<file path="src/design/consolePkg.sv">
package consolePkg;

    // screen geometry
    localparam int screenCols = 32;
    localparam int screenRows = 8;
    localparam int screenCells = screenCols * screenRows;

    // index widths
    localparam int colWidth = $clog2(screenCols);
    localparam int rowWidth = $clog2(screenRows);
    // row * screenCols + col
    localparam int cellAddrWidth = $clog2(screenCells);

    // uart bit period in clk cycles
    localparam int clocksPerBit = 8;

    // byte queue entries
    localparam int queueDepth = 4;
    // parser input slots, also initial credit count
    localparam int parserSlots = 2;

    // fill code for a clear
    localparam logic [7:0] charSpace = 8'h20;

    // control bytes
    localparam logic [7:0] charCr = 8'h0D;
    localparam logic [7:0] charLf = 8'h0A;
    localparam logic [7:0] charBs = 8'h08;
    localparam logic [7:0] charEsc = 8'h1B;
    localparam logic [7:0] charBracket = 8'h5B;

    // csi final bytes
    localparam logic [7:0] charHome = 8'h48;
    localparam logic [7:0] charClear = 8'h4A;

    // printable range
    localparam logic [7:0] charFirstPrint = 8'h20;
    localparam logic [7:0] charLastPrint = 8'h7E;

endpackage

</file>
<file path="src/design/ByteQueue.sv">
`timescale 1ns/1ns

module ByteQueue (
    input  logic       clk,
    input  logic       arstN,
    input  logic       rxValid,
    input  logic [7:0] rxByte,
    input  logic       creditReturn,
    output logic       byteValid,
    output logic [7:0] byteData
);

    localparam int ptrWidth = $clog2(consolePkg::queueDepth);

    logic [7:0] mem [consolePkg::queueDepth];
    logic [ptrWidth-1:0] wrPtr;
    logic [ptrWidth-1:0] rdPtr;
    logic [$clog2(consolePkg::queueDepth + 1)-1:0] fill;
    logic [$clog2(consolePkg::parserSlots + 1)-1:0] credits;

    logic full;
    logic push;
    logic send;

    assign full = (fill == ($clog2(consolePkg::queueDepth + 1))'(consolePkg::queueDepth));
    // no back-pressure on the line, extra frames are lost
    assign push = rxValid & ~full;
    // head goes out only while the parser has room
    assign send = (fill != '0) & (credits != '0);

    assign byteValid = send;
    assign byteData = mem[rdPtr];

    always_ff @(posedge clk or negedge arstN) begin
        if (!arstN) begin
            wrPtr <= '0;
            rdPtr <= '0;
            fill <= '0;
        end else begin
            if (push) begin
                wrPtr <= wrPtr + 1'b1;
            end
            if (send) begin
                rdPtr <= rdPtr + 1'b1;
            end
            // push and send together leave fill as is
            fill <= fill + push - send;
        end
    end

    // credits start at parser slot count
    always_ff @(posedge clk or negedge arstN) begin
        if (!arstN) begin
            credits <= ($clog2(consolePkg::parserSlots + 1))'(consolePkg::parserSlots);
        end else begin
            credits <= credits + creditReturn - send;
        end
    end

    always_ff @(posedge clk) begin
        if (push) begin
            mem[wrPtr] <= rxByte;
        end
    end

endmodule

</file>
<file path="src/design/TextRam.sv">
`timescale 1ns/1ns

module TextRam (
    input  logic                                clk,
    input  logic                                ramWrite,
    input  logic [consolePkg::cellAddrWidth-1:0] ramAddr,
    input  logic [7:0]                          ramData,
    input  logic [consolePkg::cellAddrWidth-1:0] readAddr,
    output logic [7:0]                          readData
);

    // one byte per text cell
    logic [7:0] mem [consolePkg::screenCells];

    // parser side write
    always_ff @(posedge clk) begin
        if (ramWrite) begin
            mem[ramAddr] <= ramData;
        end
    end

    // display side, registered read
    // same-edge write to the same cell gives the old byte
    always_ff @(posedge clk) begin
        readData <= mem[readAddr];
    end

endmodule

</file>
<file path="src/design/UartReceiver.sv">
`timescale 1ns/1ns

module UartReceiver (
    input  logic       clk,
    input  logic       arstN,
    input  logic       uartRx,
    output logic       rxValid,
    output logic [7:0] rxByte
);

    typedef enum logic [2:0] {
        idle,
        startBit,
        dataBits,
        stopBit,
        stopTail
    } rxState_t;

    rxState_t state;

    // two-flop synchronizer plus delayed copy for edge detect
    logic rxMeta;
    logic rxSync;
    logic rxPrev;
    logic fallingEdge;

    logic [$clog2(consolePkg::clocksPerBit)-1:0] tick;
    logic [2:0] bitIndex;
    logic [7:0] shiftReg;

    assign fallingEdge = rxPrev & ~rxSync;

    always_ff @(posedge clk or negedge arstN) begin
        if (!arstN) begin
            // idle line is high
            rxMeta <= 1'b1;
            rxSync <= 1'b1;
            rxPrev <= 1'b1;
        end else begin
            rxMeta <= uartRx;
            rxSync <= rxMeta;
            rxPrev <= rxSync;
        end
    end

    always_ff @(posedge clk or negedge arstN) begin
        if (!arstN) begin
            state <= idle;
            tick <= '0;
            bitIndex <= '0;
            rxValid <= 1'b0;
        end else begin
            rxValid <= 1'b0;
            tick <= tick + 1'b1;
            case (state)
                idle: begin
                    if (fallingEdge) begin
                        state <= startBit;
                        tick <= '0;
                    end
                end
                startBit: begin
                    // middle of start bit, still low or a glitch
                    if (tick == ($clog2(consolePkg::clocksPerBit))'(consolePkg::clocksPerBit / 2 - 1)) begin
                        tick <= '0;
                        bitIndex <= '0;
                        state <= rxSync ? idle : dataBits;
                    end
                end
                dataBits: begin
                    if (&tick) begin
                        bitIndex <= bitIndex + 1'b1;
                        // last data bit sampled
                        if (&bitIndex) begin
                            state <= stopBit;
                        end
                    end
                end
                stopBit: begin
                    // bad stop bit drops the frame
                    if (&tick) begin
                        state <= rxSync ? stopTail : idle;
                    end
                end
                stopTail: begin
                    // strobe just before the stop bit ends, so the next start edge is seen
                    if (tick == ($clog2(consolePkg::clocksPerBit))'(consolePkg::clocksPerBit / 2 - 2)) begin
                        rxValid <= 1'b1;
                        state <= idle;
                    end
                end
                default: state <= idle;
            endcase
        end
    end

    // lsb first, so shift in from the top
    always_ff @(posedge clk) begin
        if (state == dataBits && (&tick)) begin
            shiftReg <= {rxSync, shiftReg[7:1]};
        end
    end

    assign rxByte = shiftReg;

endmodule

</file>
<file path="src/design/VirtualConsole.sv">
`timescale 1ns/1ns

module VirtualConsole (
    input  logic                                clk,
    input  logic                                arstN,
    input  logic                                uartRx,
    input  logic [consolePkg::cellAddrWidth-1:0] readAddr,
    output logic [7:0]                          readData,
    output logic [consolePkg::rowWidth-1:0]     cursorRow,
    output logic [consolePkg::colWidth-1:0]     cursorCol
);

    // receiver to queue
    logic       rxValid;
    logic [7:0] rxByte;

    // queue to parser, credit based
    logic       byteValid;
    logic [7:0] byteData;
    logic       creditReturn;

    // parser to screen memory
    logic                                ramWrite;
    logic [consolePkg::cellAddrWidth-1:0] ramAddr;
    logic [7:0]                          ramData;

    UartReceiver u_rx (
        .clk     (clk),
        .arstN   (arstN),
        .uartRx  (uartRx),
        .rxValid (rxValid),
        .rxByte  (rxByte)
    );

    ByteQueue u_queue (
        .clk          (clk),
        .arstN        (arstN),
        .rxValid      (rxValid),
        .rxByte       (rxByte),
        .creditReturn (creditReturn),
        .byteValid    (byteValid),
        .byteData     (byteData)
    );

    Vt100Parser u_parser (
        .clk          (clk),
        .arstN        (arstN),
        .byteValid    (byteValid),
        .byteData     (byteData),
        .creditReturn (creditReturn),
        .ramWrite     (ramWrite),
        .ramAddr      (ramAddr),
        .ramData      (ramData),
        .cursorRow    (cursorRow),
        .cursorCol    (cursorCol)
    );

    // read port stands in for the display engine
    TextRam u_ram (
        .clk      (clk),
        .ramWrite (ramWrite),
        .ramAddr  (ramAddr),
        .ramData  (ramData),
        .readAddr (readAddr),
        .readData (readData)
    );

endmodule

</file>
<file path="src/design/Vt100Parser.sv">
`timescale 1ns/1ns

module Vt100Parser (
    input  logic                                clk,
    input  logic                                arstN,
    input  logic                                byteValid,
    input  logic [7:0]                          byteData,
    output logic                                creditReturn,
    output logic                                ramWrite,
    output logic [consolePkg::cellAddrWidth-1:0] ramAddr,
    output logic [7:0]                          ramData,
    output logic [consolePkg::rowWidth-1:0]     cursorRow,
    output logic [consolePkg::colWidth-1:0]     cursorCol
);

    typedef enum logic [1:0] {
        ground,
        escape,
        csi,
        clearing
    } parseState_t;

    parseState_t state;

    // input slots, sized by the credits the queue holds
    logic [7:0] slotData [consolePkg::parserSlots];
    logic [$clog2(consolePkg::parserSlots)-1:0] wrSlot;
    logic [$clog2(consolePkg::parserSlots)-1:0] rdSlot;
    logic [$clog2(consolePkg::parserSlots + 1)-1:0] slotCount;

    logic pop;
    logic [7:0] curByte;
    logic printable;
    logic lastCol;
    logic lastRow;
    logic [consolePkg::cellAddrWidth-1:0] sweep;

    // no new byte while the clear sweep runs
    assign pop = (state != clearing) & (slotCount != '0);
    assign curByte = slotData[rdSlot];
    assign printable = (curByte >= consolePkg::charFirstPrint) &&
                       (curByte <= consolePkg::charLastPrint);
    assign lastCol = (cursorCol == consolePkg::colWidth'(consolePkg::screenCols - 1));
    assign lastRow = (cursorRow == consolePkg::rowWidth'(consolePkg::screenRows - 1));

    // power-of-two columns, so row * screenCols + col is a concatenation
    always_comb begin
        if (state == clearing) begin
            ramWrite = 1'b1;
            ramAddr = sweep;
            ramData = consolePkg::charSpace;
        end else begin
            ramWrite = pop && (state == ground) && printable;
            ramAddr = {cursorRow, cursorCol};
            ramData = curByte;
        end
    end

    always_ff @(posedge clk) begin
        if (byteValid) begin
            slotData[wrSlot] <= byteData;
        end
    end

    always_ff @(posedge clk or negedge arstN) begin
        if (!arstN) begin
            wrSlot <= '0;
            rdSlot <= '0;
            slotCount <= '0;
            creditReturn <= 1'b0;
        end else begin
            if (byteValid) begin
                wrSlot <= wrSlot + 1'b1;
            end
            if (pop) begin
                rdSlot <= rdSlot + 1'b1;
            end
            slotCount <= slotCount + byteValid - pop;
            // one credit back per byte taken
            creditReturn <= pop;
        end
    end

    always_ff @(posedge clk or negedge arstN) begin
        if (!arstN) begin
            state <= ground;
            cursorRow <= '0;
            cursorCol <= '0;
            sweep <= '0;
        end else begin
            case (state)
                ground: begin
                    if (pop) begin
                        if (printable) begin
                            // wrap right edge to next row, last row to row 0
                            cursorCol <= lastCol ? '0 : cursorCol + 1'b1;
                            if (lastCol) begin
                                cursorRow <= lastRow ? '0 : cursorRow + 1'b1;
                            end
                        end else if (curByte == consolePkg::charCr) begin
                            cursorCol <= '0;
                        end else if (curByte == consolePkg::charLf) begin
                            // column kept, no scroll
                            cursorRow <= lastRow ? '0 : cursorRow + 1'b1;
                        end else if (curByte == consolePkg::charBs) begin
                            if (cursorCol != '0) begin
                                cursorCol <= cursorCol - 1'b1;
                            end
                        end else if (curByte == consolePkg::charEsc) begin
                            state <= escape;
                        end
                    end
                end
                escape: begin
                    if (pop) begin
                        state <= (curByte == consolePkg::charBracket) ? csi : ground;
                    end
                end
                csi: begin
                    if (pop) begin
                        state <= ground;
                        if (curByte == consolePkg::charHome) begin
                            cursorRow <= '0;
                            cursorCol <= '0;
                        end else if (curByte == consolePkg::charClear) begin
                            state <= clearing;
                            sweep <= '0;
                        end
                    end
                end
                clearing: begin
                    // one cell per cycle, home once the last cell is written
                    sweep <= sweep + 1'b1;
                    if (sweep == consolePkg::cellAddrWidth'(consolePkg::screenCells - 1)) begin
                        state <= ground;
                        cursorRow <= '0;
                        cursorCol <= '0;
                    end
                end
                default: state <= ground;
            endcase
        end
    end

endmodule

</file>
<file path="config.mk">
export PLATFORM = sky130hd
export DESIGN_NAME = VirtualConsole
export DESIGN_NICKNAME = d
export VERILOG_FILES = /design/src/design/consolePkg.sv /design/src/design/ByteQueue.sv /design/src/design/TextRam.sv /design/src/design/UartReceiver.sv /design/src/design/VirtualConsole.sv /design/src/design/Vt100Parser.sv
export SDC_FILE = /design/constraint.sdc
export NUM_CORES = 2
export LEC_CHECK = 0
export ABC_AREA = 1
export BUFFER_PORTS_ARGS = -buffer_cell sky130_fd_sc_hd__buf_4
export CAP_MARGIN = 20
export CORE_MARGIN = 8
export CORE_UTILIZATION = 45
export DETAILED_ROUTE_END_ITERATION = 10
export PLACE_DENSITY = 0.65
export SYNTH_ARGS = -nofsm -noshare
export SYNTH_HDL_FRONTEND = slang
export SYNTH_SLANG_ARGS = --single-unit
</file>
<file path="constraint.sdc">
create_clock -name clk -period 8.4 [get_ports clk]
set_input_delay 2.1 -clock clk [delete_from_list [all_inputs] [get_ports clk]]
set_output_delay 2.1 -clock clk [all_outputs]
set_load 0.1 [all_outputs]
</file>
* After elaboration in Yosys (flattened, before gate mapping)
Memory sizes are Yosys's and may differ from the RTL's. A register that Yosys moved wholly into a read port is not among the register bits. Cells that the tools add are included.
Cells by class: eq/ne operators 45, $lt $le $gt $ge 2, reduce and logical (&&, ||, !) cells 21, bitwise logic cells 6, add/sub/neg operators 16, muxes and demuxes 64
Operator list (number):
- $mux 3 | 20
- $mux 5 | 10
- $mux 8 | 5
- $mux 2 | 13
- $eq 8x4->1 const B | 3
- $eq 8x7->1 const B | 3
- $ne 2x1->1 const B | 11
- $ne 2x2->1 const B | 8
- $pmux 8 s2 | 1
- $reduce_and 8->1 | 2
- $pmux 3 s5 | 1
- $pmux 5 s3 | 1
- $eq 3x2->1 const B | 4
- $ne 4x3->1 const B | 3
- $pmux 3 s2 | 2
- $add 3x1->3 const B | 3
- $eq 3x3->1 const B | 3
- $mux 1 | 9
- $pmux 3 s3 | 1
- $reduce_and 3->1 | 3
- $reduce_and 9->1 | 1
- $add 8x1->8 const B | 1
- $eq 8x5->1 const B | 1
- $eq 8x8->1 const B | 1
- other kinds (27) | 44
Word-level totals: input port bits 11, output and inout port bits 16, bits in writable memories 2096, register bits 53, memories 3, word-level logic and storage cells 177
Memories:
- u_ram.mem | words 256, bits a word 8, read ports 1, clocked after memory_dff 1, write ports 1, line TextRam.sv:13 | logic [7:0] mem [consolePkg::screenCells];
- u_queue.mem | words 4, bits a word 8, read ports 1, clocked after memory_dff 0, write ports 1, line ByteQueue.sv:15 | logic [7:0] mem [consolePkg::queueDepth];
- u_parser.slotData | words 2, bits a word 8, read ports 1, clocked after memory_dff 0, write ports 1, line Vt100Parser.sv:26 | logic [7:0] slotData [consolePkg::parserSlots];

* Depth between registers and ports, before layout
An unclocked memory read counts as a cell.
depth in word-level cells 9, mapped depth 15, mapped depth without buffers 13

* Modules after synthesis
Synthesis repeated with hierarchy kept, for this count alone.
Second synthesis, totals: cells, all modules 7546, area total of the unflattened synthesis 88625.0 um^2
By module, submodules not included:
- TextRam | instances 1, seq. area each 61659.1 um^2, cells each 7003, area an instance 83396.2 um^2
- Vt100Parser | instances 1, seq. area each 1056.0 um^2, cells each 323, area an instance 2534.9 um^2
- ByteQueue | instances 1, seq. area each 1187.4 um^2, cells each 132, area an instance 1734.2 um^2
- UartReceiver | instances 1, seq. area each 569.3 um^2, cells each 88, area an instance 959.7 um^2

* Worst setup path after synthesis
No wires, ideal clock.
path type flip-flop to flip-flop, start point register u_parser.state[1], end point memory u_ram.mem[0][4], data pin, period minus slack after synthesis 8.192 ns, setup time 1.393 ns, path buffers 2, stages on the path, launching flop included 6, path slack 0.208 ns, required time 7.007 ns, data arrival time 6.799 ns, path through dfrtp_1 buf_2 nand2_1 inv_1 clkbuf_1 nor2_1
Between the ends: longest elaborated chain between the ends 2
RTL lines:
- start: declaration | line Vt100Parser.sv:23 | parseState_t state;
- start signal: assignment | line Vt100Parser.sv:86 | state <= ground;
- start signal: assignment | line Vt100Parser.sv:110 | state <= escape;
- start signal: assignment | line Vt100Parser.sv:116 | state <= (curByte == consolePkg::charBracket) ? csi : ground;
- $eq 2x2->1 | line Vt100Parser.sv:48 | if (state == clearing) begin
- $mux 8 | line Vt100Parser.sv:48
- named net ramData[4] | line VirtualConsole.sv:25 | logic [7:0] ramData;
- end: declaration | line TextRam.sv:13
The timed path passes the listed nets, and every way through them passes these cells.

* Worst setup path after layout
start point register u_parser.state[1], end point memory u_ram.mem[223][1], enable pin
Between the ends: longest elaborated chain between the ends 7, elaborated cells on any way between the ends 10, classes of those cells eq/ne (2); mux (4); bitwise (1); reduce/logical (3)
RTL lines:
- $ne 2x2->1 | line Vt100Parser.sv:39 | assign pop = (state != clearing) & (slotCount != '0);
- $and 1x1->1 | line Vt100Parser.sv:39
- named net u_parser.pop | line Vt100Parser.sv:31 | logic pop;
- $logic_and 1x1->1 (2 in a row) | line Vt100Parser.sv:53 | ramWrite = pop && (state == ground) && printable;
- $mux 1 | line Vt100Parser.sv:48
- $mux 1 | line TextRam.sv:17 | if (ramWrite) begin
- $mux 1 (implied by the code) | line TextRam.sv:18 | mem[ramAddr] <= ramData;
The timed path passes the listed nets, and every way through them passes these cells.

==> flow_summary.yaml <==
setup_path:
  critPathLaunch: "u_parser.state[1]"
  cp_max_fo: 22
  path_buf_inv: 1
  reg2reg_to: "u_ram.mem[223][1]"
  r2r.worst_path.cells: 7
  crit_family: "simple AND/OR/NAND/NOR gates"
  critPathLaunchType: "register"
  crit_chain: "nand2_1, inv_1, nor2_1, nand2_1, o21ai_4, nand2_2, nor2_1"
  cp_slowest_cell: "nor2_1"
  worstSetupEndpointType: "register"
  reg2reg_from: "u_parser.state[1]"
  crit_arrival_ns: 5.68
  regToRegSetupSlack_ns: 3.16
  worstSetupEndpoint: "u_ram.mem[223][1]"
  cp.depth: 7
  critPathKind: "register to register"
  critical_path_required_ns: 8.84
  slowest_delay_ns: 1.00
sta:
  relSlewSlack_pct: 20.3
  max_freq_mhz: 191
  hold_ws_ns: 0.355
  layout_min_cycle_time_ns: 5.24
  slew_violations: 0
  fin_crit_sh_pct: 62.4
  skew_ns: 0.0270
  hold_viol_final: 0
  setup_viol: 0
  finalSetupTns_ns: 0
  worstMarginPinSlew_ns: 1.19
  rsz0062_at_grt: "false"
floorplan:
  dieArea_mm2: 0.209
  die_w_um: 457
  core_region_area_mm2: 0.194
  ioPinCount: 27
  rows: 162
  start_util_pct: 45.1
  die_y_um: 457
route:
  drc: 0
  antenna_left: 0
  drt_pass1_iterations: 6
  wl_per_cell_um: 23.0
  avgViaCountPerCell: 5.71
  vias: 57100
  drt_wl_total_mm: 230
  drt_iter0_markers: 7588
global_routing:
  grt_pass1_vias: 53900
  antenna_found_initial: 4
  grt_overflow_total: 0
  grt_usage_pct: 21.2
  grt_max_degree: 202
  grt_pass1_wl_mm: 344
yosys:
  synthMuxAreaShare_pct: 0
  synth_adder_area_share_pct: 0.366
  ys_seq_area_share_pct: 73.7
  synthSimpleGateAreaFrac_pct: 22.8
  synth_top_family_by_area: "simple AND/OR/NAND/NOR gates"
  ys_types: 38
  synth_compound_area_share_pct: 0.527
  synthCells: 7454
  ys_seq_elements: 2157
  ys.warnings.count: 0
  synth_xor_xnor_area_share_pct: 0.160
  syn_nets: 7490
  syn_area_mm2: 0.0875
  avgSynthCellArea_um2: 11.7
min_path:
  min_path_type: "register to register"
  min_path_cells: 0
clock_tree:
  cts_hold_buffers: 0
  clk_latency_ns: 0.84
  cts_max_level: 4
  clk_path_buf_depth: 3
  clk_pin_slew_ns: 0.06
  clock-sinks: 2157
  cts_tree: "yes"
  post_cts_resized: 0
  cts_setup_buffers: 0
  root_buffer: "clkbuf_16"
  cts_inserted_buffers: 215
run_status:
  status: "finished clean"
placed_design:
  place_inst: 9606
  io_buffers: 26
  hpwlAfterDp_mm: 126
  routabilityCongestion: 0.852
cells_and_area:
  fill_cells: 16500
  final_util_pct: 49.9
  syn_to_final_growth_pct: 10.6
  instances_no_fill: 10000
  drive_gt1_share_pct: 5.77
  finalNetCount: 7318
pwr:
  peakVddDrop_mv: 0.221
  leakage_uw: 0.0336
  total_power_uw: 22200
  power.density_mw_per_mm2: 230
job:
  drv_cap: 0
[per-stage QoR]
stage / setup slack [ns] / cell area (µm²)
after global routing: 2.85 / 96800
after global placement: 2.59 / 89900
after detailed placement: 2.63 / 89900
after floorplan: 0.208 / 87500
final: 3.16 / 96800
after CTS: 3.11 / 96800
[worst min-delay path by stage]
stage,from,end,slack [ns]
finish,u_rx.rxMeta,u_rx.rxSync,0.36
global route,u_rx.rxMeta,u_rx.rxSync,0.35
CTS,u_rx.rxMeta,u_rx.rxSync,0.35
detailed placement,u_rx.rxMeta,u_rx.rxSync,0.35
global placement,u_rx.rxMeta,u_rx.rxSync,0.35
floorplan,u_rx.rxMeta,u_rx.rxSync,0.35
[routing by layer]
layer / vias up / wire, µm / GRT usage [%]
met5: - / 0 / 0
li1: 26100 / - / -
met2: 2576 / 109000 / 34.0
met3: 448 / 19200 / 3.84
met1: 28000 / 92900 / 29.1
met4: 0 / 9330 / 8.34
[area by class of cell]
type	instances	area, µm²	area share (%)
clock inverter	115	1090	1.12
antenna	2	5.00	0.00517
tap	2542	3180	3.28
timing repair buffer	105	1100	1.13
multi-input combinational	4728	20900	21.6
inverter	75	307	0.317
sequential	2157	64500	66.6
clock buffer	284	5780	5.96
[registers in the layout, summed over array words and instances, names as in the netlist, 5 cells and up]
| signal | flops |
|---|---|
| u_rx.rxByte | 8 |
| u_parser.sweep | 8 |
| u_parser.cursorCol | 5 |
| u_ram.mem | 2048 |
| u_ram.readData | 8 |
| u_queue.mem | 32 |
| u_parser.slotData | 16 |
[layout by cell type, fill, tap and decap left out, types with 4 or more instances in the layout]
cell type  netlist  layout
nor3_1           5       5
dfxtp_1          8       8
nand4_1          7       7
edfxtp_1      2104    2104
inv_6            0       5
clkinv_2         0      31
nor2_4           0       7
buf_4            1      79
nand3_1       2036    2036
nor2_1         352     345
dfrtp_1         41      41
o22ai_1         13      13
inv_1           72      70
inv_8            0       4
bufinv_16        0      20
o21ai_0         44      44
nand2_2         11      17
nand2_1       2189    2182
ha_1            24      24
dfstp_2          4       4
clkbuf_1       351      61
xor2_1          11      11
xnor2_1          5       5
buf_12           0      23
clkinv_1         0      53
clkbuf_16        0     220
a21oi_1         10      10
[synth_stat cells, drive strengths merged]
master | instances | area share (%)
nand2 | 2200 | 9.5
edfxtp | 2104 | 72
nand3 | 2036 | 12
nor2 | 352 | 1.5
clkbuf | 351 | 1.5
buf | 143 | 0.72
inv | 75 | 0.32
o21ai | 48 | 0.30
dfrtp | 41 | 1.2
ha | 24 | 0.34
o22ai | 13 | 0.093
xor2 | 11 | 0.11
a21oi | 10 | 0.057
dfxtp | 8 | 0.18
nand4 | 7 | 0.050
nor3 | 6 | 0.040
xnor2 | 5 | 0.050
dfstp | 4 | 0.12
or2 | 3 | 0.021
a22o | 2 | 0.020
o211ai | 2 | 0.017
o21a | 2 | 0.017
and2 | 1 | 0.0072
fa | 1 | 0.023
nor3b | 1 | 0.0086
nor4 | 1 | 0.0072
o21bai | 1 | 0.0086
o31ai | 1 | 0.0086
o32ai | 1 | 0.010
[kinds of logic after synthesis]
kind of cell    after synthesis
flops                      2157
xor+xnor                     16
fa+ha+maj                    25
buf+inv                     569
compound gates               80
simple gates               4607
[power by group]
group          internal, µW  switching [µW]
clock                  5430            3970
sequential            11700            35.5
combinational           302             824
(Power assumes the default switching activity.)
